--- config.mk ---
export PLATFORM = sky130hd
export DESIGN_NAME = line_buffer
export DESIGN_NICKNAME = d
export VERILOG_FILES = /design/src/verilog/scaler_pkg.sv /design/src/verilog/line_buffer.sv
export SDC_FILE = /design/constraint.sdc
export NUM_CORES = 2
export LEC_CHECK = 0
export ABC_AREA = 1
export ABC_CLOCK_PERIOD_IN_PS = 1970
export BUFFER_PORTS_ARGS = -buffer_cell sky130_fd_sc_hd__buf_2
export CORE_UTILIZATION = 25
export CTS_CLUSTER_DIAMETER = 200
export DETAILED_ROUTE_END_ITERATION = 6
export GPL_TIMING_DRIVEN = 0
export PLACE_DENSITY = 0.51
export RECOVER_POWER = 100
export SLEW_MARGIN = 25
export SYNTH_ARGS = -nofsm -noshare
export SYNTH_HDL_FRONTEND = slang
export SYNTH_SLANG_ARGS = --single-unit
--- constraint.sdc ---
create_clock -name clk_in2 -period 1.97 [get_ports clk_in2]
set_input_delay 0.394 -clock clk_in2 [delete_from_list [all_inputs] [get_ports clk_in2]]
set_output_delay 0.394 -clock clk_in2 [all_outputs]
set_load 0.01 [all_outputs]
--- src/verilog/scaler_pkg.sv ---
// shared widths, fixed-point constants and bus structs of the image scaler
// every RTL block pulls these in with a wildcard import
`default_nettype none

package scaler_pkg;

    // ------------------------------
    // sizes
    localparam int dim_w      = 11;
    localparam int line_len   = 64;
    localparam int col_w      = 6;
    // bit 6 picks one of the two rows held in a bank
    localparam int buf_addr_w = 7;

    // ------------------------------
    // fixed point, 16.16 positions
    localparam int frac_w   = 16;
    localparam int ratio_w  = 16;
    localparam int pos_w    = 27;
    localparam int weight_w = 17;

    // scan strobe to output pixel
    localparam int pipe_lat = 10;

    typedef logic [7:0] pixel_t;

    typedef struct packed {
        logic [dim_w-1:0]   src_width;
        logic [dim_w-1:0]   src_height;
        logic [dim_w-1:0]   dst_width;
        logic [dim_w-1:0]   dst_height;
        logic [ratio_w-1:0] x_ratio;
        logic [ratio_w-1:0] y_ratio;
    } frame_cfg_t;

    // raster stream, in and out
    typedef struct packed {
        logic   vsync;
        logic   href;
        pixel_t pixel;
    } video_t;

    typedef struct packed {
        logic                  en;
        logic                  bank;
        logic [buf_addr_w-1:0] addr;
        pixel_t                pixel;
    } buf_wr_t;

    typedef struct packed {
        logic             active;
        logic             strobe;
        logic [pos_w-1:0] x_pos;
        logic [pos_w-1:0] y_pos;
    } scan_t;

    // x0 is the left column, x1 the one to its right
    typedef struct packed {
        logic [buf_addr_w-1:0] even_x0;
        logic [buf_addr_w-1:0] even_x1;
        logic [buf_addr_w-1:0] odd_x0;
        logic [buf_addr_w-1:0] odd_x1;
    } buf_rd_req_t;

    typedef struct packed {
        pixel_t even_x0;
        pixel_t even_x1;
        pixel_t odd_x0;
        pixel_t odd_x1;
    } buf_rd_data_t;

endpackage

`default_nettype wire

--- src/verilog/line_buffer.sv ---
// four-row line buffer split into an even-row bank and an odd-row bank
// each bank has one write port and two registered read ports
// also counts how many rows of the current frame are complete
`timescale 1ns/1ps
`default_nettype none

module line_buffer
    import scaler_pkg::*;
(
    input  logic             clk_in2,
    input  logic             rst_n,
    input  buf_wr_t          wr,
    input  logic             row_done,
    input  logic             frame_open,
    input  buf_rd_req_t      rd_req,
    output buf_rd_data_t     rd_data,
    output logic [dim_w-1:0] rows_ready
);

    // two rows of line_len pixels per bank
    pixel_t even_mem [2**buf_addr_w];
    pixel_t odd_mem  [2**buf_addr_w];

    // ------------------------------
    // write side
    always_ff @(posedge clk_in2)
    begin
        if (wr.en && !wr.bank)
        begin
            even_mem[wr.addr] <= wr.pixel;
        end
    end

    always_ff @(posedge clk_in2)
    begin
        if (wr.en && wr.bank)
        begin
            odd_mem[wr.addr] <= wr.pixel;
        end
    end

    // ------------------------------
    // registered read side
    always_ff @(posedge clk_in2)
    begin
        rd_data.even_x0 <= even_mem[rd_req.even_x0];
        rd_data.even_x1 <= even_mem[rd_req.even_x1];
        rd_data.odd_x0  <= odd_mem[rd_req.odd_x0];
        rd_data.odd_x1  <= odd_mem[rd_req.odd_x1];
    end

    // completed rows in this frame
    always_ff @(posedge clk_in2)
    begin
        if (!rst_n)
        begin
            rows_ready <= '0;
        end
        else if (!frame_open)
        begin
            rows_ready <= '0;
        end
        else if (row_done)
        begin
            rows_ready <= rows_ready + 1'b1;
        end
    end

    // a row only completes with its last pixel written inside an open frame
    a_row_write: assert property (@(posedge clk_in2) disable iff (!rst_n)
        row_done |-> (frame_open && wr.en))
        else $error("row_done without the last write of an open frame");

endmodule

`default_nettype wire

==> impl_metrics.toml <==
[global_route]
grt_max_degree = 93
grtUsageTotal = 0.257
grt_pass1_wl_um = 759000
grt_overflow = 0
antenna_found_initial = 46
grt_pass1_vias = 89664

[sta]
drv_slew = 0
finClkSkew_ns = 0.0543
max_slew_margin = 0.0709
final.min_clock_period_ns = 2.27
rsz0062_at_grt = "true"
setup_slack_ns = -0.302
timing.final.hold_violations = 0
worstMarginPinSlew_ns = 1.39
fmax_ghz = 0.440
setup_viol = 1064
period_share = 1.15

[pwr]
p_per_area_nw_per_um2 = 880
ir_drop_mv = 0.872
leakage_nw = 47.2

[layout]
fin_area_um2 = 125000
regArea_um2 = 62400
area_growth_pct = 17.0
final_cells = 18266
layout.nets = 12434
multi_input_comb_area_um2 = 39700
fill_cells = 44705
drive_above_1_share = 0.128

[drt]
wire_per_inst_um = 31.4
wl_met1_um = 220000
vias_per_cell = 5.44
met2WireLength_um = 237000
drtAntennaViolNets = 0
first_pass_iters = 7
wirelength_um = 574000
first_iter_violations = 17939
highest_layer = "met5"
drc = 0
wl_met3_um = 75100
via_count = 99405

[min_path]
hold_depth = 5
hold_path.class = "input pin to flop"

[die]
die_x_um = 655
die_area_um2 = 429000
rows = 239
initial_core_util = 0.251
pin_count = 92
die_y_um = 655
core_area_um2 = 424000

[logic_synthesis]
synthesis.nets = 12027
yosysUniqueCellTypes = 22
yosysSeqAreaShare = 0.584
yosysWarnings = 0
synthCells = 11977
synth.avg_cell_area_um2 = 8.91
syn_area_um2 = 107000
synth_seq_cells = 2091

[clock_network]
htree_levels = 4
cts_buffers = 237
cts-root-buf = "clkbuf_16"
tritoncts = "yes"
cts_buffer_depth = 4
cts.sinks = 2091
path_clk_slew_ns = 0.06
clkLatencyLatePin_ns = 0.99

[job]
max_cap_violations = 0

[setup_path]
reg2reg_depth = 10
critPathSlowestCell = "nor2_2"
critical_path_arrival_ns = 2.84
cp-end-kind = "flop"
required_ns = 2.54
crit_type = "input pin to flop"
crit_chain = "buf_2 > nand2_1 > clkbuf_1 > clkdlybuf4s15_1 > nor2_2"
max_stage_delay_ns = 0.89
cp_max_fo = 10
startpoint_type = "input pin"

[placement]
dp_hpwl_um = 429000
place_congestion = 1.03
port_buffers = 71
place_area_um2 = 116000
dp.cells = 17775

[run_status]
failed_checks = "setup timing"
status = "complete, but fails checks"
## final timing paths
kind	start	to	slack, ns
hold / removal	rd_req[26]	rd_data[25]$_DFF_P_	0.09
setup / recovery	wr[15]	odd_mem[8][0]$_DFFE_PP_	-0.30
hold reg to reg	rows_ready[10]$_SDFFE_PN0P_	rows_ready[10]$_SDFFE_PN0P_	0.48
setup reg to reg	odd_mem[120][7]$_DFFE_PP_	rd_data[7]$_DFF_P_	-0.12
## state kept, by name (all words and copies together), names as in the netlist
| register | flops |
|---|---|
| rd_data | 32 |
| odd_mem | 1024 |
| rows_ready | 11 |
| even_mem | 1024 |
## final cells by class
class	instances	area share
Sequential cell	2091	0.499
Multi-Input combinational cell	8901	0.318
Tap cell	5663	0.0567
Clock buffer	295	0.0520
Buffer	927	0.0491
Timing Repair Buffer	168	0.0122
Clock inverter	138	0.0103
Inverter	58	0.00200
Antenna cell	25	0.000501
## synthesized netlist by cell type
cell      number  share of area
dfxtp_1       43         0.0081
nand3_1     3719           0.17
nor3_1        85         0.0040
inv_6          2        0.00016
buf_1         80         0.0028
nor3_2         4        0.00038
inv_8          2        0.00021
clkbuf_1     116         0.0041
xnor2_1        1       0.000082
nor2_1       204         0.0072
ha_1           1        0.00012
nor3_4         1        0.00015
nand2_1     4873           0.17
buf_6        198          0.021
a21oi_1        8        0.00038
inv_1         41         0.0014
edfxtp_1    2048           0.58
o21a_1         1       0.000070
buf_4         90         0.0063
buf_2        443          0.021
inv_2         13        0.00046
o21ai_0        4        0.00019
## logic make-up (layout without fill, tap and decap cells)
| group | count (synthesis) | in the layout | share of synthesized area |
|---|---|---|---|
| xor gates and xnor gates | 1 | 1 | 0.0000821 |
| AOI/OAI and AO/OA | 13 | 13 | 0.000633 |
| buffers and inverters | 985 | 1586 | 0.0572 |
| adders and majority gates | 1 | 1 | 0.000117 |
| DFF | 2091 | 2091 | 0.584 |
| and+or+nand+nor | 8886 | 8886 | 0.358 |
| other | 0 | 25 | 0 |
## per-layer routing
layer  track usage  up-vias
met5             0        -
li1              -    42104
met3        0.0765     1319
met4         0.157       20
met2         0.370     7178
met1         0.337    48784
## report_power, final
group	switching, mW	total [mW]	internal [mW]
logic	11.5	14.7	3.20
registers	0.0668	49.1	49.0
clock network	20.1	46.1	26.0
## timing repair
item / CTS / global route
hold buffers: 17 / 0
buffers inserted: 6 / 10
gates resized for setup: 179 / 183
setup endpoints to repair: 905 / 922
pin swaps: 3 / 6
endpoints found under the hold margin: 397 / 0
## placed cells by master (no fill, tap or decap), types with 53 or more instances in the layout
cell type,netlist,layout
buf_1,80,53
nand2_1,4873,4862
clkbuf_16,0,248
buf_4,90,147
buf_6,198,214
nor2_2,0,101
clkbuf_1,116,99
edfxtp_1,2048,2048
nand3_2,0,61
nor2_1,204,74
clkbuf_2,0,74
buf_2,443,467
nand3_1,3719,3653
## critical path, delay by kind of cell
| kind | cells | cell delay, ns |
|---|---|---|
| buffers and inverters | 3 | 1.17 |
| and+or+nand+nor | 2 | 1.25 |
## stage by stage
step / total power [mW] / setup TNS, ns / util / hold WS (ns) / setup WS [ns]
floorplan: 56.4 / -34.57 / - / 0.483 / -0.126
global placement: 63.7 / - / 0.269 / 0.461 / -4.65
detailed placement: 63.7 / -2151.67 / 0.273 / 0.475 / -1.60
CTS: 109 / -1.96 / 0.293 / 0.0612 / -0.0973
global route: 111 / -62.19 / 0.294 / 0.113 / -0.245
finish: 110 / -87.13 / 0.294 / 0.0915 / -0.302
(Power assumes the default switching activity.)
