File: config.mk
export PLATFORM = sky130hd
export DESIGN_NAME = row_writer
export DESIGN_NICKNAME = d
export VERILOG_FILES = /design/src/verilog/scaler_pkg.sv /design/src/verilog/row_writer.sv
export SDC_FILE = /design/constraint.sdc
export NUM_CORES = 1
export LEC_CHECK = 0
export ABC_AREA = 1
export BUFFER_PORTS_ARGS = -buffer_cell sky130_fd_sc_hd__clkbuf_2
export CORE_UTILIZATION = 40
export CTS_BUF_LIST = sky130_fd_sc_hd__clkbuf_8
export DETAILED_ROUTE_END_ITERATION = 7
export GPL_TIMING_DRIVEN = 0
export PLACE_DENSITY = 0.8
export SETUP_SLACK_MARGIN = 0.15
export SYNTH_ARGS = -nofsm -noshare
export SYNTH_HDL_FRONTEND = slang
export SYNTH_SLANG_ARGS = --single-unit
File: constraint.sdc
create_clock -name clk_in2 -period 1.95 [get_ports clk_in2]
set_input_delay 0 -clock clk_in2 [delete_from_list [all_inputs] [get_ports clk_in2]]
set_output_delay 0 -clock clk_in2 [all_outputs]
set_load 0.01 [all_outputs]
File: src/verilog/scaler_pkg.sv
// shared widths, fixed-point constants and bus structs of the image scaler
// every RTL block pulls these in with a wildcard import
`default_nettype none

package scaler_pkg;

    // ------------------------------
    // sizes
    localparam int dim_w      = 11;
    localparam int line_len   = 64;
    localparam int col_w      = 6;
    // bit 6 picks one of the two rows held in a bank
    localparam int buf_addr_w = 7;

    // ------------------------------
    // fixed point, 16.16 positions
    localparam int frac_w   = 16;
    localparam int ratio_w  = 16;
    localparam int pos_w    = 27;
    localparam int weight_w = 17;

    // scan strobe to output pixel
    localparam int pipe_lat = 10;

    typedef logic [7:0] pixel_t;

    typedef struct packed {
        logic [dim_w-1:0]   src_width;
        logic [dim_w-1:0]   src_height;
        logic [dim_w-1:0]   dst_width;
        logic [dim_w-1:0]   dst_height;
        logic [ratio_w-1:0] x_ratio;
        logic [ratio_w-1:0] y_ratio;
    } frame_cfg_t;

    // raster stream, in and out
    typedef struct packed {
        logic   vsync;
        logic   href;
        pixel_t pixel;
    } video_t;

    typedef struct packed {
        logic                  en;
        logic                  bank;
        logic [buf_addr_w-1:0] addr;
        pixel_t                pixel;
    } buf_wr_t;

    typedef struct packed {
        logic             active;
        logic             strobe;
        logic [pos_w-1:0] x_pos;
        logic [pos_w-1:0] y_pos;
    } scan_t;

    // x0 is the left column, x1 the one to its right
    typedef struct packed {
        logic [buf_addr_w-1:0] even_x0;
        logic [buf_addr_w-1:0] even_x1;
        logic [buf_addr_w-1:0] odd_x0;
        logic [buf_addr_w-1:0] odd_x1;
    } buf_rd_req_t;

    typedef struct packed {
        pixel_t even_x0;
        pixel_t even_x1;
        pixel_t odd_x0;
        pixel_t odd_x1;
    } buf_rd_data_t;

endpackage

`default_nettype wire

File: src/verilog/row_writer.sv
// turns the incoming raster stream into line buffer writes
// one write per valid pixel, plus a strobe when a source row is complete
`timescale 1ns/1ps
`default_nettype none

module row_writer
    import scaler_pkg::*;
(
    input  logic       clk_in2,
    input  logic       rst_n,
    input  frame_cfg_t cfg,
    input  video_t     vin,
    output buf_wr_t    wr,
    output logic       row_done,
    output logic       frame_open
);

    logic [dim_w-1:0] col_cnt;
    logic [dim_w-1:0] row_cnt;
    logic             pix_valid;
    logic             row_last;

    assign pix_valid = vin.vsync && vin.href;
    assign row_last  = pix_valid && (col_cnt == cfg.src_width - 1'b1);

    // position of the current pixel in the source frame
    always_ff @(posedge clk_in2)
    begin
        if (!rst_n)
        begin
            col_cnt <= '0;
            row_cnt <= '0;
        end
        else if (!vin.vsync)
        begin
            col_cnt <= '0;
            row_cnt <= '0;
        end
        else if (row_last)
        begin
            col_cnt <= '0;
            row_cnt <= row_cnt + 1'b1;
        end
        else if (pix_valid)
        begin
            col_cnt <= col_cnt + 1'b1;
        end
    end

    // row r goes to bank r[0], slot r[1]
    always_ff @(posedge clk_in2)
    begin
        wr.bank  <= row_cnt[0];
        wr.addr  <= {row_cnt[1], col_cnt[col_w-1:0]};
        wr.pixel <= vin.pixel;
        if (!rst_n)
        begin
            wr.en      <= 1'b0;
            row_done   <= 1'b0;
            frame_open <= 1'b0;
        end
        else
        begin
            wr.en      <= pix_valid;
            row_done   <= row_last;
            frame_open <= vin.vsync;
        end
    end

    // source rows longer than a bank slot would wrap into the other slot
    a_line_len: assert property (@(posedge clk_in2) disable iff (!rst_n)
        pix_valid |-> (col_cnt < line_len))
        else $error("source pixel beyond line_len");

endmodule

`default_nettype wire

==> flow_metrics.py, run 1 <==
metrics = {
    "run_status": {
        "outcome": "complete, no violations",
    },
    "sta": {
        "tns_ps": 0,
        "drv_slew": 0,
        "timing_worst_slew_pin_value_ps": 271,
        "fmax_mhz": 604,
        "final_setup_violation_count": 0,
        "fin_worst_hold_slack_ps": 39.5,
        "layout_min_cycle_time_ps": 1660,
        "timing.final.crit_share": 0.849,
        "slew_headroom": 0.818,
        "hold_violations": 0,
        "finClkSkew_ps": 4.43,
        "rsz_0062_raised_after_global_routing": "false",
    },
    "power": {
        "power.density_nw_per_um2": 760,
        "leakagePower_nw": 0.895,
        "worst_ir_drop_on_vdd_v": 0.000469,
        "power.total_mw": 1.48,
    },
    "place": {
        "io_buffer_count": 41,
        "dpl.hpwl_um": 2160,
        "globalplace.congestion": 0.838,
    },
    "clocking": {
        "h-tree-depth": 2,
        "clock-sinks": 32,
        "tritoncts": "built",
        "post_cts_buffers": 0,
        "clk_path_buf_depth": 2,
        "clockRootBuffer": "sky130_fd_sc_hd__clkbuf_8",
        "clk-insertion-delay-late_ps": 280,
        "number_of_buffers_added_by_the_clock_tree_synthesis_step": 5,
        "clkTransAtPathRegs_ps": 60,
    },
    "setup_path": {
        "cp.required_ps": 2120,
        "crit_path_max_incr_delay_ps": 410,
        "critical_path.cell_chain": "ha_1 > nand2_1 > nor3_2 > nand3_1 > nor2_2 > nand3_1 > xor2_1 > nor2_2",
        "critPathLaunchType": "flip-flop",
        "arrival_ps": 1830,
        "slowest_stage": "sky130_fd_sc_hd__dfxtp_1",
        "setup.worst_path.class": "reg -> reg",
        "worst_setup_path_end_kind": "flip-flop",
        "crit_fanout": 5,
    },
    "floorplanning": {
        "floorplan.die.width_um": 62.4,
        "core_region_area_um2": 3420,
        "floorplan.initialDensity": 0.427,
        "rows": 21,
        "io-pin-count": 107,
        "die_y_um": 62.4,
        "dieArea_um2": 3890,
    },
    "synthesis": {
        "mappedNetlistArea_um2": 1460,
        "synth_seq_area_share": 0.439,
        "synth.distinct_cells": 22,
        "synthesis.yosys.warnings": 0,
        "postSynthRegisterBits": 32,
        "synth_fp_nets": 284,
        "post_synth.cell_area_avg_um2": 7.52,
        "post_synth_inst_count": 194,
    },
    "global_routing": {
        "grt_antenna_before_repair": 0,
        "first_global_vias": 1145,
        "grt.overflow.total": 0,
        "grt_pass1_wl_um": 4950,
        "groute.usage.overall": 0.160,
        "largest_net_degree_at_the_start_of_global_routing": 11,
    },
    "layout": {
        "area_growth_pct": 33.8,
        "mostFrequentLayoutCells": "sky130_fd_sc_hd__nand2_1 (52), sky130_fd_sc_hd__clkbuf_2 (41), sky130_fd_sc_hd__dfxtp_1 (31)",
        "antennaDiodeCount": 0,
        "finish.net_count": 342,
        "final_common_cell": "sky130_fd_sc_hd__nand2_1",
        "drive_gt1_frac": 0.300,
    },
    "worst_hold_path": {
        "hp-class": "in -> reg",
    },
    "detailed_routing": {
        "route.detailed.wl_per_inst_um": 9.37,
        "vias_per_cell": 4.45,
        "first_iter_violations": 70,
        "detail_route.drc_violations": 0,
        "drt-total-wl_um": 2800,
        "drt.antenna.violating_nets": 0,
        "drtPass1Iterations": 4,
        "dr_total_vias": 1331,
    },
    "job": {
        "cap_violations": 0,
    },
}
==> where the power goes <==
part | internal [mW] | leakage (nW) | switching (mW)
sequential | 0.666 | 0.262 | 0.00360
clock | 0.450 | 0.0645 | 0.227
combinational | 0.0628 | 0.569 | 0.0735
total | 1.18 | 0.895 | 0.304
==> critical path: cells and delay by family (launching register included) <==
kind          cells  cell delay, ps
xor+xnor          1             180
fa+ha+maj         1             170
flops             1             410
simple gates      6             780
==> final cells by class <==
| type | instances | area [um2] |
|---|---|---|
| Fill cell | 323 | 1460 |
| Multi-Input combinational cell | 132 | 701 |
| Buffer | 1 | 11.3 |
| Sequential cell | 32 | 642 |
| Inverter | 29 | 109 |
| Tap cell | 46 | 57.6 |
| Timing Repair Buffer | 51 | 305 |
| Clock inverter | 1 | 30.0 |
| Clock buffer | 7 | 96.3 |
==> cell usage after synthesis <==
cell type                  count  area [um2]
sky130_fd_sc_hd__buf_6         1        11.3
sky130_fd_sc_hd__nor3_1        3        15.0
sky130_fd_sc_hd__nand4_1       2        12.5
sky130_fd_sc_hd__nor2_4        1        11.3
sky130_fd_sc_hd__a21oi_2       4        35.0
sky130_fd_sc_hd__xnor2_1       4        35.0
sky130_fd_sc_hd__nand2_2       3        18.8
sky130_fd_sc_hd__nand3_1      17        85.1
sky130_fd_sc_hd__ha_1          2        25.0
sky130_fd_sc_hd__inv_2         1        3.75
sky130_fd_sc_hd__o21ai_2       1        8.76
sky130_fd_sc_hd__dfxtp_1      32         641
sky130_fd_sc_hd__a21oi_1       2        10.0
sky130_fd_sc_hd__xor2_1        7        61.3
sky130_fd_sc_hd__nor3_2        4        40.0
sky130_fd_sc_hd__nor2_2       10        62.6
sky130_fd_sc_hd__nand2_1      52         195
sky130_fd_sc_hd__or2_1         1        6.26
sky130_fd_sc_hd__nor2_1       17        63.8
sky130_fd_sc_hd__inv_1        28         105
sky130_fd_sc_hd__nand3b_1      1        7.51
sky130_fd_sc_hd__o21ai_0       1        5.00
==> per-stage QoR <==
stage          cell area [um2]  utilization  worst slack, ps  cells
2_1_floorplan             1460            -              509    194
3_3_place_gp              1720        0.504              246    281
3_5_place_dp              1720        0.504              239    281
4_1_cts                   1950        0.570              258    299
5_1_grt                   1950        0.571              151    299
6_report                  1950        0.571              294    299
==> layer usage <==
layer  vias up  track usage  wire (um)  part of all wire
li1        712            -          -                 -
met1       577        0.205       1350              0.48
met2        39        0.247       1250              0.45
met3         3       0.0584        182             0.065
met4         0       0.0523         21            0.0075
met5         -            0          0                 0
==> state kept, by name, summed over array words and instances (netlist names) <==
signal,count
frame_open,1
row_done,1
row_cnt,2
wr,17
col_cnt,11
==> path summary, 6_finish.rpt <==
kind / startpoint / slack (ps) / depth (start not counted) / endpoint
setup / recovery: col_cnt[1]$_SDFFE_PP0P_ / 290 / 8 / col_cnt[10]$_SDFFE_PP0P_
hold / removal: vin[8] / 40 / 3 / wr[16]$_SDFF_PN0_
setup reg to reg: col_cnt[1]$_SDFFE_PP0P_ / 290 / 8 / col_cnt[10]$_SDFFE_PP0P_
hold reg to reg: row_cnt[1]$_SDFFE_PN0P_ / 380 / 0 / wr[14]$_DFF_P_
==> kinds of logic (layout without fill, tap and decap cells) <==
group | after synthesis | after routing | synth area share
AOI/OAI and AO/OA | 8 | 8 | 0.0403
and+or+nand+nor | 111 | 111 | 0.355
adders and majority gates | 2 | 2 | 0.0171
DFF | 32 | 32 | 0.439
xor gates and xnor gates | 11 | 11 | 0.0660
buffers and inverters | 30 | 89 | 0.0823
==> what timing repair did <==
item                                    4_1_cts  5_1_grt
hold buffers                                 10        0
hold endpoints to repair                     11        0
endpoints found under the setup margin        0       10
gates resized for setup                       0        2
(Power assumes the default switching activity.)
==> run 2, diff against run 1 <==
- CORE_UTILIZATION: 40 -> 37
- PLACE_DENSITY: 0.8 -> 0.78
- clock period: 1.95 -> 1.5 ns (I/O delays scaled with it)
==> flow_metrics.py, run 2 (same netlist as run 1, synthesis figures left out) <==
metrics = {
    "clocking": {
        "h-tree-depth": 2,
        "clk-insertion-delay-late_ps": 280,
        "clkTransAtPathRegs_ps": 60,
        "clockRootBuffer": "sky130_fd_sc_hd__clkbuf_8",
        "clk_path_buf_depth": 2,
        "tritoncts": "built",
        "clock-sinks": 32,
        "number_of_buffers_added_by_the_clock_tree_synthesis_step": 5,
    },
    "sta": {
        "final_setup_violation_count": 11,
        "slew_headroom": 0.836,
        "fmax_mhz": 634,
        "drv_slew": 0,
        "layout_min_cycle_time_ps": 1580,
        "timing.final.crit_share": 1.05,
        "setup_slack_ps": -77.3,
        "hold_violations": 0,
        "finClkSkew_ps": 2.79,
        "timing_worst_slew_pin_value_ps": 245,
        "rsz_0062_raised_after_global_routing": "true",
    },
    "floorplanning": {
        "core_region_area_um2": 3720,
        "floorplan.initialDensity": 0.393,
        "dieArea_um2": 4200,
        "floorplan.die.width_um": 64.8,
        "die_y_um": 64.8,
        "rows": 22,
        "io-pin-count": 107,
    },
    "place": {
        "number_of_cells_in_the_design_after_placement": 283,
        "globalplace.congestion": 0.758,
        "io_buffer_count": 41,
        "place_ws_ps": -224,
        "dpl.hpwl_um": 2140,
    },
    "detailed_routing": {
        "drt.antenna.violating_nets": 0,
        "dr_total_vias": 1423,
        "drt-total-wl_um": 3570,
        "drtPass1Iterations": 4,
        "vias_per_cell": 4.50,
        "detail_route.drc_violations": 0,
        "route.detailed.wl_per_inst_um": 11.3,
        "first_iter_violations": 69,
    },
    "power": {
        "leakagePower_nw": 1.06,
        "power.density_nw_per_um2": 831,
        "worst_ir_drop_on_vdd_v": 0.000416,
        "power.total_mw": 1.88,
    },
    "layout": {
        "max_reg_flops": 17,
        "antennaDiodeCount": 0,
        "final_common_cell": "sky130_fd_sc_hd__nand2_1",
        "layout.core_utilization": 0.610,
        "final.fill_count": 329,
        "area_growth_pct": 55.4,
        "post_layout_nonfiller_instances": 316,
        "top_register_by_number_of_flip_flops": "wr",
        "drive_gt1_frac": 0.459,
        "mostFrequentLayoutCells": "sky130_fd_sc_hd__nand2_1 (46), sky130_fd_sc_hd__clkbuf_2 (41), sky130_fd_sc_hd__inv_1 (24)",
        "finish.net_count": 357,
        "top_regs": "wr x17, col_cnt x11, row_cnt x2",
    },
    "setup_path": {
        "critPathLaunchType": "flip-flop",
        "crit_fanout": 5,
        "cp.required_ps": 1680,
        "arrival_ps": 1750,
        "ff2ff_path_depth": 14,
        "setup.worst_path.class": "reg -> reg",
        "worst_setup_path_end_kind": "flip-flop",
    },
    "worst_hold_path": {
        "timing.hold.worst_path_depth": 3,
        "hp-class": "in -> reg",
    },
    "global_routing": {
        "largest_net_degree_at_the_start_of_global_routing": 11,
        "grt_pass1_wl_um": 5610,
        "grt.overflow.total": 0,
        "grt_antenna_before_repair": 0,
        "first_global_vias": 1325,
        "groute.usage.overall": 0.181,
    },
    "run_status": {
        "violations_in_the_final_reports": "setup timing",
        "outcome": "finished with violations",
    },
    "job": {
        "cap_violations": 0,
    },
}
==> run 2: final timing paths <==
path	start	end	slack (ps)
setup reg to reg	col_cnt[5]$_SDFFE_PP0P_	col_cnt[7]$_SDFFE_PP0P_	-80
setup / recovery	col_cnt[5]$_SDFFE_PP0P_	col_cnt[7]$_SDFFE_PP0P_	-80
hold / removal	vin[8]	wr[16]$_SDFF_PN0_	60
hold reg to reg	row_cnt[1]$_SDFFE_PN0P_	wr[14]$_DFF_P_	380
==> run 2: worst max-delay path, stage by stage, from the launching register on <==
cell and delay, ps:
sky130_fd_sc_hd__dfxtp_4 360, sky130_fd_sc_hd__inv_2 60, sky130_fd_sc_hd__nand2_2 50, sky130_fd_sc_hd__nand2_2 90, sky130_fd_sc_hd__nand3_2 80, sky130_fd_sc_hd__nand2_1 70
sky130_fd_sc_hd__nand2_1 50, sky130_fd_sc_hd__inv_1 60, sky130_fd_sc_hd__nand3_2 80, sky130_fd_sc_hd__nor2_4 150, sky130_fd_sc_hd__nand2_4 70, sky130_fd_sc_hd__nand2_4 90
sky130_fd_sc_hd__buf_12 110, sky130_fd_sc_hd__buf_12 120, sky130_fd_sc_hd__nor3_2 40
==> run 2: where the power goes <==
part	switching, mW	leakage [nW]	internal, mW
registers	0.00591	0.267	0.859
logic	0.115	0.733	0.109
clock network	0.310	0.0593	0.485
==> run 2: final cells by class <==
| type | instances | area (um2) | share of cell area |
|---|---|---|---|
| Tap cell | 48 | 60.1 | 0.0265 |
| Sequential cell | 32 | 662 | 0.292 |
| Multi-Input combinational cell | 132 | 840 | 0.370 |
| Clock buffer | 5 | 68.8 | 0.0304 |
| Inverter | 29 | 111 | 0.0491 |
| Buffer | 1 | 20.0 | 0.00883 |
| Clock inverter | 3 | 38.8 | 0.0171 |
| Timing Repair Buffer | 66 | 467 | 0.206 |
==> run 2: per-layer routing <==
layer / wire, um / part of all wire / track usage / vias up
li1: - / - / - / 739
met5: 0 / 0 / 0 / -
met2: 1760 / 0.49 / 0.316 / 35
met4: 75 / 0.021 / 0.0806 / 0
met3: 200 / 0.056 / 0.0616 / 8
met1: 1540 / 0.43 / 0.195 / 641
==> run 2: what timing repair did <==
action,4_1_cts,5_1_grt
buffers inserted,11,3
endpoints found under the setup margin,13,14
hold buffers,10,0
gates cloned,1,0
hold endpoints to repair,11,0
pin swaps,14,12
resized for setup,23,17
==> run 2: stage by stage <==
step / hold WS, ps / setup TNS [ps] / area (um2)
final: 55.6 / -754 / 2270
after global routing: 71.6 / -1660 / 2270
after CTS: 35.2 / -114 / 2200
after detailed placement: 104 / -2320 / 1770
after global placement: 102 / -2160 / 1770
after floorplan: 27.7 / 0 / 1500
