==> config.mk <==
export PLATFORM = sky130hd
export DESIGN_NAME = scan_controller
export DESIGN_NICKNAME = d
export VERILOG_FILES = /design/src/verilog/scaler_pkg.sv /design/src/verilog/scan_controller.sv
export SDC_FILE = /design/constraint.sdc
export NUM_CORES = 1
export LEC_CHECK = 0
export CAP_MARGIN = 25
export CORE_MARGIN = 1.5
export CORE_UTILIZATION = 50
export DETAILED_ROUTE_END_ITERATION = 10
export DONT_BUFFER_PORTS = 1
export GPL_TIMING_DRIVEN = 1
export PLACE_DENSITY = 0.74
export SLEW_MARGIN = 10
export SYNTH_ARGS = -nofsm -noshare
export SYNTH_HDL_FRONTEND = slang
export SYNTH_SLANG_ARGS = --single-unit
==> constraint.sdc <==
create_clock -name clk_in2 -period 3.1 [get_ports clk_in2]
set_input_delay 0.465 -clock clk_in2 [delete_from_list [all_inputs] [get_ports clk_in2]]
set_output_delay 0.465 -clock clk_in2 [all_outputs]
set_load 0.005 [all_outputs]
==> src/verilog/scaler_pkg.sv <==
// shared widths, fixed-point constants and bus structs of the image scaler
// every RTL block pulls these in with a wildcard import
`default_nettype none

package scaler_pkg;

    // ------------------------------
    // sizes
    localparam int dim_w      = 11;
    localparam int line_len   = 64;
    localparam int col_w      = 6;
    // bit 6 picks one of the two rows held in a bank
    localparam int buf_addr_w = 7;

    // ------------------------------
    // fixed point, 16.16 positions
    localparam int frac_w   = 16;
    localparam int ratio_w  = 16;
    localparam int pos_w    = 27;
    localparam int weight_w = 17;

    // scan strobe to output pixel
    localparam int pipe_lat = 10;

    typedef logic [7:0] pixel_t;

    typedef struct packed {
        logic [dim_w-1:0]   src_width;
        logic [dim_w-1:0]   src_height;
        logic [dim_w-1:0]   dst_width;
        logic [dim_w-1:0]   dst_height;
        logic [ratio_w-1:0] x_ratio;
        logic [ratio_w-1:0] y_ratio;
    } frame_cfg_t;

    // raster stream, in and out
    typedef struct packed {
        logic   vsync;
        logic   href;
        pixel_t pixel;
    } video_t;

    typedef struct packed {
        logic                  en;
        logic                  bank;
        logic [buf_addr_w-1:0] addr;
        pixel_t                pixel;
    } buf_wr_t;

    typedef struct packed {
        logic             active;
        logic             strobe;
        logic [pos_w-1:0] x_pos;
        logic [pos_w-1:0] y_pos;
    } scan_t;

    // x0 is the left column, x1 the one to its right
    typedef struct packed {
        logic [buf_addr_w-1:0] even_x0;
        logic [buf_addr_w-1:0] even_x1;
        logic [buf_addr_w-1:0] odd_x0;
        logic [buf_addr_w-1:0] odd_x1;
    } buf_rd_req_t;

    typedef struct packed {
        pixel_t even_x0;
        pixel_t even_x1;
        pixel_t odd_x0;
        pixel_t odd_x1;
    } buf_rd_data_t;

endpackage

`default_nettype wire

==> src/verilog/scan_controller.sv <==
// walks the destination grid in 16.16 fixed point
// a destination row starts only once both source rows it needs are buffered
// drives one strobe per destination pixel, back to back within a row
`timescale 1ns/1ps
`default_nettype none

module scan_controller
    import scaler_pkg::*;
(
    input  logic             clk_in2,
    input  logic             rst_n,
    input  frame_cfg_t       cfg,
    input  logic [dim_w-1:0] rows_ready,
    output scan_t            scan
);

    typedef enum logic [2:0] {
        st_idle,
        st_row_check,
        st_row_scan,
        st_row_advance,
        st_frame_done
    } state_t;

    state_t           state;
    logic [pos_w-1:0] x_acc;
    logic [pos_w-1:0] y_acc;
    logic [dim_w-1:0] x_cnt;
    logic [dim_w-1:0] y_cnt;
    logic             frame_active;
    logic [dim_w-1:0] y_int;
    logic [dim_w:0]   y_next;
    logic             rows_avail;
    logic             row_end;
    logic             last_row;

    assign y_int  = y_acc[pos_w-1:frac_w];
    assign y_next = {1'b0, y_int} + 1'b1;

    // rows y and y+1 present, or y is the last source row and the frame is in
    assign rows_avail = (y_next < {1'b0, rows_ready}) ||
                        ((y_int == cfg.src_height - 1'b1) &&
                         (rows_ready == cfg.src_height));

    assign row_end  = (x_cnt == cfg.dst_width - 1'b1);
    assign last_row = (y_cnt == cfg.dst_height - 1'b1);

    // ------------------------------
    // FSM
    always_ff @(posedge clk_in2)
    begin
        if (!rst_n)
        begin
            state <= st_idle;
        end
        else
        begin
            case (state)
                st_idle:
                begin
                    if (rows_ready != '0)
                        state <= st_row_check;
                end
                st_row_check:
                begin
                    if (rows_avail)
                        state <= st_row_scan;
                end
                st_row_scan:
                begin
                    if (row_end)
                        state <= st_row_advance;
                end
                st_row_advance:
                begin
                    state <= last_row ? st_frame_done : st_row_check;
                end
                // hold until the input frame has closed
                st_frame_done:
                begin
                    if (rows_ready == '0)
                        state <= st_idle;
                end
                default:
                begin
                    state <= st_idle;
                end
            endcase
        end
    end

    // vertical position, restarts with each frame
    always_ff @(posedge clk_in2)
    begin
        if (!rst_n || state == st_idle)
        begin
            y_acc <= '0;
            y_cnt <= '0;
        end
        else if (state == st_row_advance)
        begin
            y_acc <= y_acc + cfg.y_ratio;
            y_cnt <= y_cnt + 1'b1;
        end
    end

    // horizontal position, restarts with each row
    always_ff @(posedge clk_in2)
    begin
        if (!rst_n || state != st_row_scan)
        begin
            x_acc <= '0;
            x_cnt <= '0;
        end
        else
        begin
            x_acc <= x_acc + cfg.x_ratio;
            x_cnt <= x_cnt + 1'b1;
        end
    end

    // first strobe of the frame up to its last strobe
    always_ff @(posedge clk_in2)
    begin
        if (!rst_n)
            frame_active <= 1'b0;
        else if (state == st_row_check && rows_avail && y_cnt == '0)
            frame_active <= 1'b1;
        else if (state == st_row_scan && row_end && last_row)
            frame_active <= 1'b0;
    end

    assign scan.active = frame_active;
    assign scan.strobe = (state == st_row_scan);
    assign scan.x_pos  = x_acc;
    assign scan.y_pos  = y_acc;

    // rows checked on entry must stay buffered for the whole destination row
    a_rows_present: assert property (@(posedge clk_in2) disable iff (!rst_n)
        scan.strobe |-> rows_avail)
        else $error("strobe uses a source row that is not buffered");

endmodule

`default_nettype wire

==> results of run 1 <==
-- report_power, final --
group | switching, mW | leakage (nW) | internal, mW
Combinational | 0.293 | 1.90 | 0.195
Sequential | 0.0440 | 0.646 | 1.06
Clock | 0.418 | 0.154 | 0.715
Total | 0.756 | 2.70 | 1.97
-- flip-flops by register name, summed over array words and instances, names as in the netlist --
signal and count:
x_acc 27, x_cnt 11, state 3, frame_active 1, y_acc 27, y_cnt 11
-- final cells by class --
class | instances | area (um2) | area share
clock buffers | 10 | 239.0 | 0.03480
clock inverters | 4 | 70.07 | 0.01020
inverters | 50 | 187.7 | 0.02733
multi-input cells | 673 | 4494 | 0.6544
flip-flops and latches | 80 | 1602 | 0.2332
well taps | 172 | 215.2 | 0.03134
repair buffers | 8 | 60.06 | 0.008745
-- per-layer routing --
| layer | part of all wire | GRT usage | vias to the layer above |
|---|---|---|---|
| li1 | - | - | 2984 |
| met1 | 0.47 | 0.2840 | 2675 |
| met2 | 0.46 | 0.3561 | 133 |
| met4 | 0.016 | 0.07561 | 0 |
| met5 | 0 | 0 | - |
| met3 | 0.064 | 0.05126 | 19 |
-- critical path, stage by stage, from the launching register on --
cell	delay [ns]
dfxtp_1	0.37
ha_1	0.19
inv_1	0.05
fa_1	0.40
nor2b_1	0.17
o31ai_1	0.13
a211oi_1	0.38
or3_1	0.22
nand3_1	0.28
a21boi_0	0.35
mux2i_1	0.21
-- through the flow --
step           area, um2    util
6_report            6868  0.5487
5_1_grt             6868  0.5487
4_1_cts             6865  0.5485
3_5_place_dp        6556  0.5238
3_3_place_gp        6556  0.5238
2_1_floorplan       6377       -
-- synthesized netlist by cell type, drive strengths merged (13+ instances only) --
library cell  count  area (um2)
ha               49       613.1
o21ai            32       160.2
nand3            41       205.2
and3             21       131.4
xor2             35       306.5
or3              18       113.9
nor2             67       251.5
nand2            76       285.3
nor3             28       140.1
inv              49       183.9
xnor2            57       499.2
clkbuf           23       86.33
nand4            15       93.84
a21oi            53       265.3
nor4             26       168.9
dfxtp            80        1602
nand2b           13       81.33
-- cell usage in the layout, fill, tap and decap left out, types with 17 or more instances in the layout --
cell / n
xor2_1: 35
nand2_1: 76
inv_1: 49
nand3_1: 41
dfxtp_1: 80
or3_1: 17
nor2_1: 66
and3_1: 21
ha_1: 49
a21oi_1: 53
xnor2_1: 57
o21ai_0: 32
nor3_1: 28
nor4_1: 25
-- worst max path at each step --
stage / cells after the start / end / slack [ns]
global placement: 13 / frame_active$_SDFFE_PN0P_ / 0.33
detailed placement: 10 / y_acc[24]$_SDFFE_PP0P_ / 0.28
global route: 13 / frame_active$_SDFFE_PN0P_ / 0.02
floorplan: 10 / x_acc[18]$_SDFF_PP0_ / 0.44
CTS: 12 / state[0]$_SDFFE_PN0P_ / 0.28
finish: 10 / y_acc[22]$_SDFFE_PP0P_ / 0.27
-- repair_timing --
action	4_1_cts	5_1_grt
endpoints found under the setup margin	0	1
setup buffers	0	0
gates resized for setup	0	1
-- cell families (layout without fill, tap and decap cells) --
kind of cell | after synthesis | count (layout)
buf+inv | 78 | 72
fa+ha+maj | 51 | 51
simple gates | 346 | 346
compound gates | 174 | 174
xor+xnor | 92 | 92
flops | 80 | 80
mux | 10 | 10
==> impl_metrics.prom, run 1 <==
# TYPE chip_impl_metric gauge
chip_impl_metric{name="detail_route.drc_violations",unit=""} 0
chip_impl_metric{name="cts-root-to-sink-buffers",unit=""} 2
chip_impl_info{name="reg2reg_from",value="y_acc[0]$_SDFFE_PP0P_"} 1
chip_impl_metric{name="worst_setup_hold_path_clk_slew",unit="ns"} 0.06
chip_impl_metric{name="globalRouteOverflowTotal",unit=""} 0
chip_impl_metric{name="synth-seq-cells",unit=""} 80
chip_impl_metric{name="post_layout_nonfiller_instances",unit=""} 997
chip_impl_info{name="worst_setup_path_end_kind",value="flip-flop"} 1
chip_impl_metric{name="initial_core_util",unit=""} 0.5095
chip_impl_info{name="grt_setup_unrepaired",value="false"} 1
chip_impl_metric{name="area_delta_synth_final",unit="%"} 7.691
chip_impl_metric{name="synthesis.yosys.warnings",unit=""} 0
chip_impl_metric{name="antenna_cells_inserted",unit=""} 0
chip_impl_metric{name="vias",unit=""} 5811
chip_impl_metric{name="report.final.hold_viol_count",unit=""} 0
chip_impl_metric{name="hpwl",unit="um"} 11350
chip_impl_info{name="hp-class",value="in2reg"} 1
chip_impl_metric{name="synthesis.instances",unit=""} 831
chip_impl_metric{name="slew_headroom",unit=""} 0.3824
chip_impl_metric{name="die_width",unit="um"} 115.9
chip_impl_info{name="worst-setup-path-type",value="reg2reg"} 1
chip_impl_metric{name="worst_skew_pair.late_latency",unit="ns"} 0.35
chip_impl_metric{name="crit_required",unit="ns"} 3.37
chip_impl_metric{name="skew",unit="ns"} 0.004329
chip_impl_info{name="ys.flop_type",value="dfxtp_1"} 1
chip_impl_metric{name="setup_total_negative_slack",unit="ns"} 0
chip_impl_metric{name="worst_ep_arrival_time",unit="ns"} 3.10
chip_impl_metric{name="drt_iter0_drc",unit=""} 376
chip_impl_metric{name="critPathMaxFanout",unit=""} 9
chip_impl_metric{name="cts_hold_repair.buffers",unit=""} 0
chip_impl_metric{name="drv.max_cap_violation_count",unit=""} 0
chip_impl_metric{name="tritoncts.num_buffers",unit=""} 9
chip_impl_metric{name="preCtsSetupSlack",unit="ns"} 0.2816
chip_impl_metric{name="power_per_cell_area",unit="nW/um2"} 397.2
chip_impl_metric{name="layout.filler_cells",unit=""} 1241
chip_impl_info{name="cts_tree",value="done"} 1
chip_impl_metric{name="layout_min_cycle_time",unit="ns"} 2.826
chip_impl_metric{name="achievable-frequency",unit="MHz"} 353.8
chip_impl_metric{name="async_flop_share",unit=""} 0
chip_impl_metric{name="detail_route.vias_per_cell",unit=""} 5.828
chip_impl_metric{name="nets",unit=""} 962
chip_impl_info{name="status",value="completed"} 1
chip_impl_info{name="capturing_point_of_the_worst_reg2reg_path",value="y_acc[22]$_SDFFE_PP0P_"} 1
chip_impl_info{name="setup.worst_path.start",value="y_acc[0]$_SDFFE_PP0P_"} 1
chip_impl_info{name="clock_tree.root_cell",value="clkbuf_16"} 1
chip_impl_metric{name="post_synth_xor_area_fraction",unit=""} 0.1263
chip_impl_metric{name="via_count_of_the_first_global_routing_pass",unit=""} 5154
chip_impl_metric{name="worst_hold_slack_across_all_endpoints",unit="ns"} 0.2418
chip_impl_metric{name="whs_path_depth",unit=""} 1
chip_impl_metric{name="groute.usage.overall",unit=""} 0.2187
chip_impl_metric{name="drt_first_pass_iters",unit=""} 6
chip_impl_metric{name="die-height",unit="um"} 115.9
chip_impl_metric{name="placed_cells_incl_taps",unit=""} 983
chip_impl_metric{name="floorplan.die_area",unit="um2"} 13440
chip_impl_metric{name="floorplan.rows",unit=""} 41
chip_impl_metric{name="htreeDepth",unit=""} 3
chip_impl_metric{name="synth_edf_count",unit=""} 0
chip_impl_metric{name="netlist-cell-type-count",unit=""} 66
chip_impl_info{name="worst_setup_path_start_kind",value="flip-flop"} 1
chip_impl_info{name="timing.hold.worst_endpoint",value="state[2]$_SDFFE_PN0P_"} 1
chip_impl_metric{name="syn_area",unit="um2"} 6377
chip_impl_metric{name="detail_route.wl_per_cell",unit="um"} 14.76
chip_impl_metric{name="synthesis.area_per_instance",unit="um2"} 7.674
chip_impl_metric{name="synthAdderAreaFrac",unit=""} 0.1024
chip_impl_metric{name="layout-drive-gt1-share",unit=""} 0.04121
chip_impl_metric{name="clock_sinks",unit=""} 80
chip_impl_metric{name="area_of_the_core",unit="um2"} 12520
chip_impl_metric{name="ant_nets",unit=""} 0
chip_impl_metric{name="number_of_top_level_pins",unit=""} 145
chip_impl_metric{name="routabilityCongestion",unit=""} 0.8648
chip_impl_metric{name="worst-r2r-cell-count",unit=""} 10
chip_impl_metric{name="period_share",unit=""} 0.9117
chip_impl_metric{name="port_buffers",unit=""} 0
chip_impl_metric{name="post_synth_and_or_nand_nor_area_fraction",unit=""} 0.2794
chip_impl_info{name="min_from",value="rst_n"} 1
chip_impl_info{name="dominant_combinational_cell_family_by_area_after_synthesis",value="simple AND/OR/NAND/NOR gates"} 1
chip_impl_metric{name="setup_viol",unit=""} 0
chip_impl_metric{name="routed_wirelength",unit="um"} 14720
chip_impl_metric{name="vdd_drop_max",unit="V"} 0.0002589
chip_impl_metric{name="synthesis.nets",unit=""} 971
chip_impl_metric{name="first_pass_grt_wire_length",unit="um"} 23780
chip_impl_metric{name="grt_max_degree",unit=""} 22
chip_impl_metric{name="fin_total_pwr",unit="mW"} 2.728
chip_impl_metric{name="synth_compound_area_frac",unit=""} 0.1781
chip_impl_metric{name="initial_antenna_violation_count",unit=""} 0
chip_impl_metric{name="fin_ws",unit="ns"} 0.2737
chip_impl_metric{name="r2r_setup_slack",unit="ns"} 0.27
chip_impl_metric{name="seq_area_frac_synth",unit=""} 0.2511
chip_impl_metric{name="worstMarginPinSlew",unit="ns"} 0.9264
chip_impl_metric{name="synth.area.mux_share",unit=""} 0.01589
chip_impl_metric{name="slew_viol_final",unit=""} 0
chip_impl_metric{name="power_leakage",unit="nW"} 2.703
No activity file was read; power rests on OpenSTA's default activity.
==> run 2, diff against run 1 <==
Settings changed: RECOVER_POWER set to 100.
==> run 2 against run 1 <==
The run now ends with max-capacitance violations, max-slew violations left; count of clock-buffer cells in the layout did not move; global-route usage is the same; via count up 0.26%; first-iteration DRC count is 11% lower; utilization decreased by 0.27 points; worst setup slack improved by 0.014 ns; clock power about the same; cell area shrank 0.49%; highest routed layer unchanged.
==> impl_metrics.prom, run 2 (synthesis gave the netlist of run 1 again) <==
# TYPE chip_impl_metric gauge
chip_impl_info{name="status",value="finished with violations"} 1
chip_impl_info{name="violations",value="max-capacitance violations, max-slew violations"} 1
chip_impl_metric{name="setup_viol",unit=""} 0
chip_impl_metric{name="worst_ep_arrival_time",unit="ns"} 3.04
chip_impl_metric{name="power_leakage",unit="nW"} 2.683
chip_impl_metric{name="globalRouteOverflowTotal",unit=""} 0
chip_impl_info{name="clock_tree.root_cell",value="clkbuf_16"} 1
chip_impl_metric{name="skew",unit="ns"} 0.005268
chip_impl_metric{name="floorplan.die_area",unit="um2"} 13440
chip_impl_metric{name="grt_max_degree",unit=""} 22
chip_impl_metric{name="first_pass_grt_wire_length",unit="um"} 23780
chip_impl_metric{name="worst_hold_slack_across_all_endpoints",unit="ns"} 0.2409
chip_impl_metric{name="die_width",unit="um"} 115.9
chip_impl_metric{name="drv.max_cap_violation_count",unit=""} 1
chip_impl_metric{name="slew_headroom",unit=""} -0.04772
chip_impl_metric{name="critPathMaxFanout",unit=""} 8
chip_impl_metric{name="report.final.hold_viol_count",unit=""} 0
chip_impl_metric{name="floorplan.rows",unit=""} 41
chip_impl_info{name="hp-class",value="in2reg"} 1
chip_impl_metric{name="worst_skew_pair.late_latency",unit="ns"} 0.35
chip_impl_metric{name="detail_route.wl_per_cell",unit="um"} 14.82
chip_impl_metric{name="nets",unit=""} 962
chip_impl_metric{name="setup_total_negative_slack",unit="ns"} 0
chip_impl_info{name="worst-setup-path-type",value="reg2reg"} 1
chip_impl_metric{name="area_delta_synth_final",unit="%"} 7.161
chip_impl_metric{name="routabilityCongestion",unit=""} 0.8648
chip_impl_metric{name="slew_viol_final",unit=""} 20
chip_impl_info{name="largestRegisters",value="x_acc: 27 flops, y_acc: 27 flops"} 1
chip_impl_metric{name="htreeDepth",unit=""} 3
chip_impl_info{name="layout.cells.most_common_list",value="80 x dfxtp_1, 76 x nand2_1, 66 x nor2_1, 57 x xnor2_1, 53 x a21oi_1"} 1
chip_impl_metric{name="antenna_cells_inserted",unit=""} 0
chip_impl_metric{name="tritoncts.num_buffers",unit=""} 9
chip_impl_info{name="mostFrequentLayoutCell",value="dfxtp_1"} 1
chip_impl_metric{name="multiInputGateArea",unit="um2"} 4479
chip_impl_info{name="timing.critical_path.slowest_stage_cell",value="fa_1"} 1
chip_impl_metric{name="achievable-frequency",unit="MHz"} 355.6
chip_impl_metric{name="ant_nets",unit=""} 0
chip_impl_metric{name="initial_antenna_violation_count",unit=""} 0
chip_impl_metric{name="period_share",unit=""} 0.9071
chip_impl_metric{name="die-height",unit="um"} 115.9
chip_impl_metric{name="groute.usage.overall",unit=""} 0.2187
chip_impl_metric{name="cts-root-to-sink-buffers",unit=""} 2
chip_impl_metric{name="routed_wirelength",unit="um"} 14780
chip_impl_metric{name="detail_route.vias_per_cell",unit=""} 5.844
chip_impl_metric{name="worst_setup_hold_path_clk_slew",unit="ns"} 0.06
chip_impl_metric{name="layout.filler_cells",unit=""} 1248
chip_impl_metric{name="slowest_delay",unit="ns"} 0.40
chip_impl_metric{name="hpwl",unit="um"} 11350
chip_impl_metric{name="port_buffers",unit=""} 0
chip_impl_metric{name="number_of_top_level_pins",unit=""} 145
chip_impl_metric{name="vdd_drop_max",unit="V"} 0.0002598
chip_impl_metric{name="detail_route.drc_violations",unit=""} 0
chip_impl_metric{name="initial_core_util",unit=""} 0.5095
chip_impl_metric{name="cts_hold_repair.buffers",unit=""} 0
chip_impl_info{name="worst_setup_path_end_kind",value="flip-flop"} 1
chip_impl_info{name="critical_path.cell_chain",value="ha_1 > inv_1 > fa_1 > nor2b_1 > o21a_1 > o21ai_0 > a211o_1 > a31oi_1 > clkbuf_1 > nor4_1 > a211o_1"} 1
chip_impl_info{name="grt_setup_unrepaired",value="false"} 1
chip_impl_info{name="worst_setup_path_start_kind",value="flip-flop"} 1
chip_impl_metric{name="layout-drive-gt1-share",unit=""} 0.03394
chip_impl_metric{name="layout.area.seq",unit="um2"} 1602
chip_impl_metric{name="power_per_cell_area",unit="nW/um2"} 398.3
chip_impl_metric{name="crit_required",unit="ns"} 3.33
chip_impl_metric{name="worstMarginPinSlew",unit="ns"} 1.562
chip_impl_metric{name="layout_min_cycle_time",unit="ns"} 2.812
chip_impl_info{name="crit_path_frequent_cell",value="a211o_1"} 1
chip_impl_metric{name="drt_iter0_drc",unit=""} 334
chip_impl_metric{name="area_of_the_core",unit="um2"} 12520
chip_impl_metric{name="clock_sinks",unit=""} 80
chip_impl_metric{name="drt_first_pass_iters",unit=""} 5
chip_impl_metric{name="vias",unit=""} 5826
chip_impl_info{name="cts_tree",value="done"} 1
chip_impl_metric{name="via_count_of_the_first_global_routing_pass",unit=""} 5154
[run 2: changes by cell type in the layout (fill, tap and decap cells not counted)]
cell and delta:
buf_4 -5, clkbuf_1 +5, nor4_1 +1, nor4_2 -1
o31ai_2 +1, o31ai_4 -1
[run 2: metrics by stage]
step                total power [mW]  cell area (um2)    util  instances  setup slack (ns)
CTS                            2.751             6865  0.5485        997            0.2772
finish                         2.722             6834  0.5460        997            0.2881
global route                   2.848             6834  0.5460        997           0.01625
global placement               1.609             6556  0.5238        983            0.3266
floorplan                      1.516             6377       -        831            0.4443
detailed placement             1.617             6556  0.5238        983            0.2816
[run 2: cell type report]
class                           count  share of cell area
Clock inverter                      4             0.01025
Inverter                           50             0.02746
Multi-Input combinational cell    673              0.6554
Sequential cell                    80              0.2343
Tap cell                          172             0.03149
Clock buffer                       10             0.03497
Timing Repair Buffer                8            0.006042
[run 2: worst paths after layout]
kind	start	endpoint	slack, ns	cells past startpoint
max reg2reg	x_acc[0]$_SDFF_PP0_	x_acc[20]$_SDFF_PP0_	0.29	11
min reg2reg	x_cnt[0]$_SDFF_PP0_	x_cnt[0]$_SDFF_PP0_	0.48	1
min	rst_n	state[2]$_SDFFE_PN0P_	0.24	1
max	x_acc[0]$_SDFF_PP0_	x_acc[20]$_SDFF_PP0_	0.29	11
[run 2: timing repair]
action	CTS	global route
setup endpoints to repair	0	1
buffers inserted	0	0
resized for setup	0	1
endpoints found under the hold margin	0	0
[run 2: power by group]
part | internal, mW | switching [mW] | leakage (nW)
Clock | 0.715 | 0.420 | 0.154
Sequential | 1.06 | 0.0418 | 0.646
Combinational | 0.189 | 0.294 | 1.88
Total | 1.97 | 0.757 | 2.68
[run 2: worst max-delay path, delay by kind of cell (launching register included)]
family | cells | cell delay [ns]
fa+ha+maj | 2 | 0.57
buf+inv | 2 | 0.41
simple gates | 2 | 0.27
compound gates | 5 | 1.10
flops | 1 | 0.35
[run 2: layer usage]
metal  vias to the layer above  share of wire  GRT usage
met2                       143           0.45     0.3561
li1                       2984              -          -
met1                      2676           0.47     0.2840
met3                        23          0.064    0.05126
met4                         0          0.019    0.07561
met5                         -              0          0
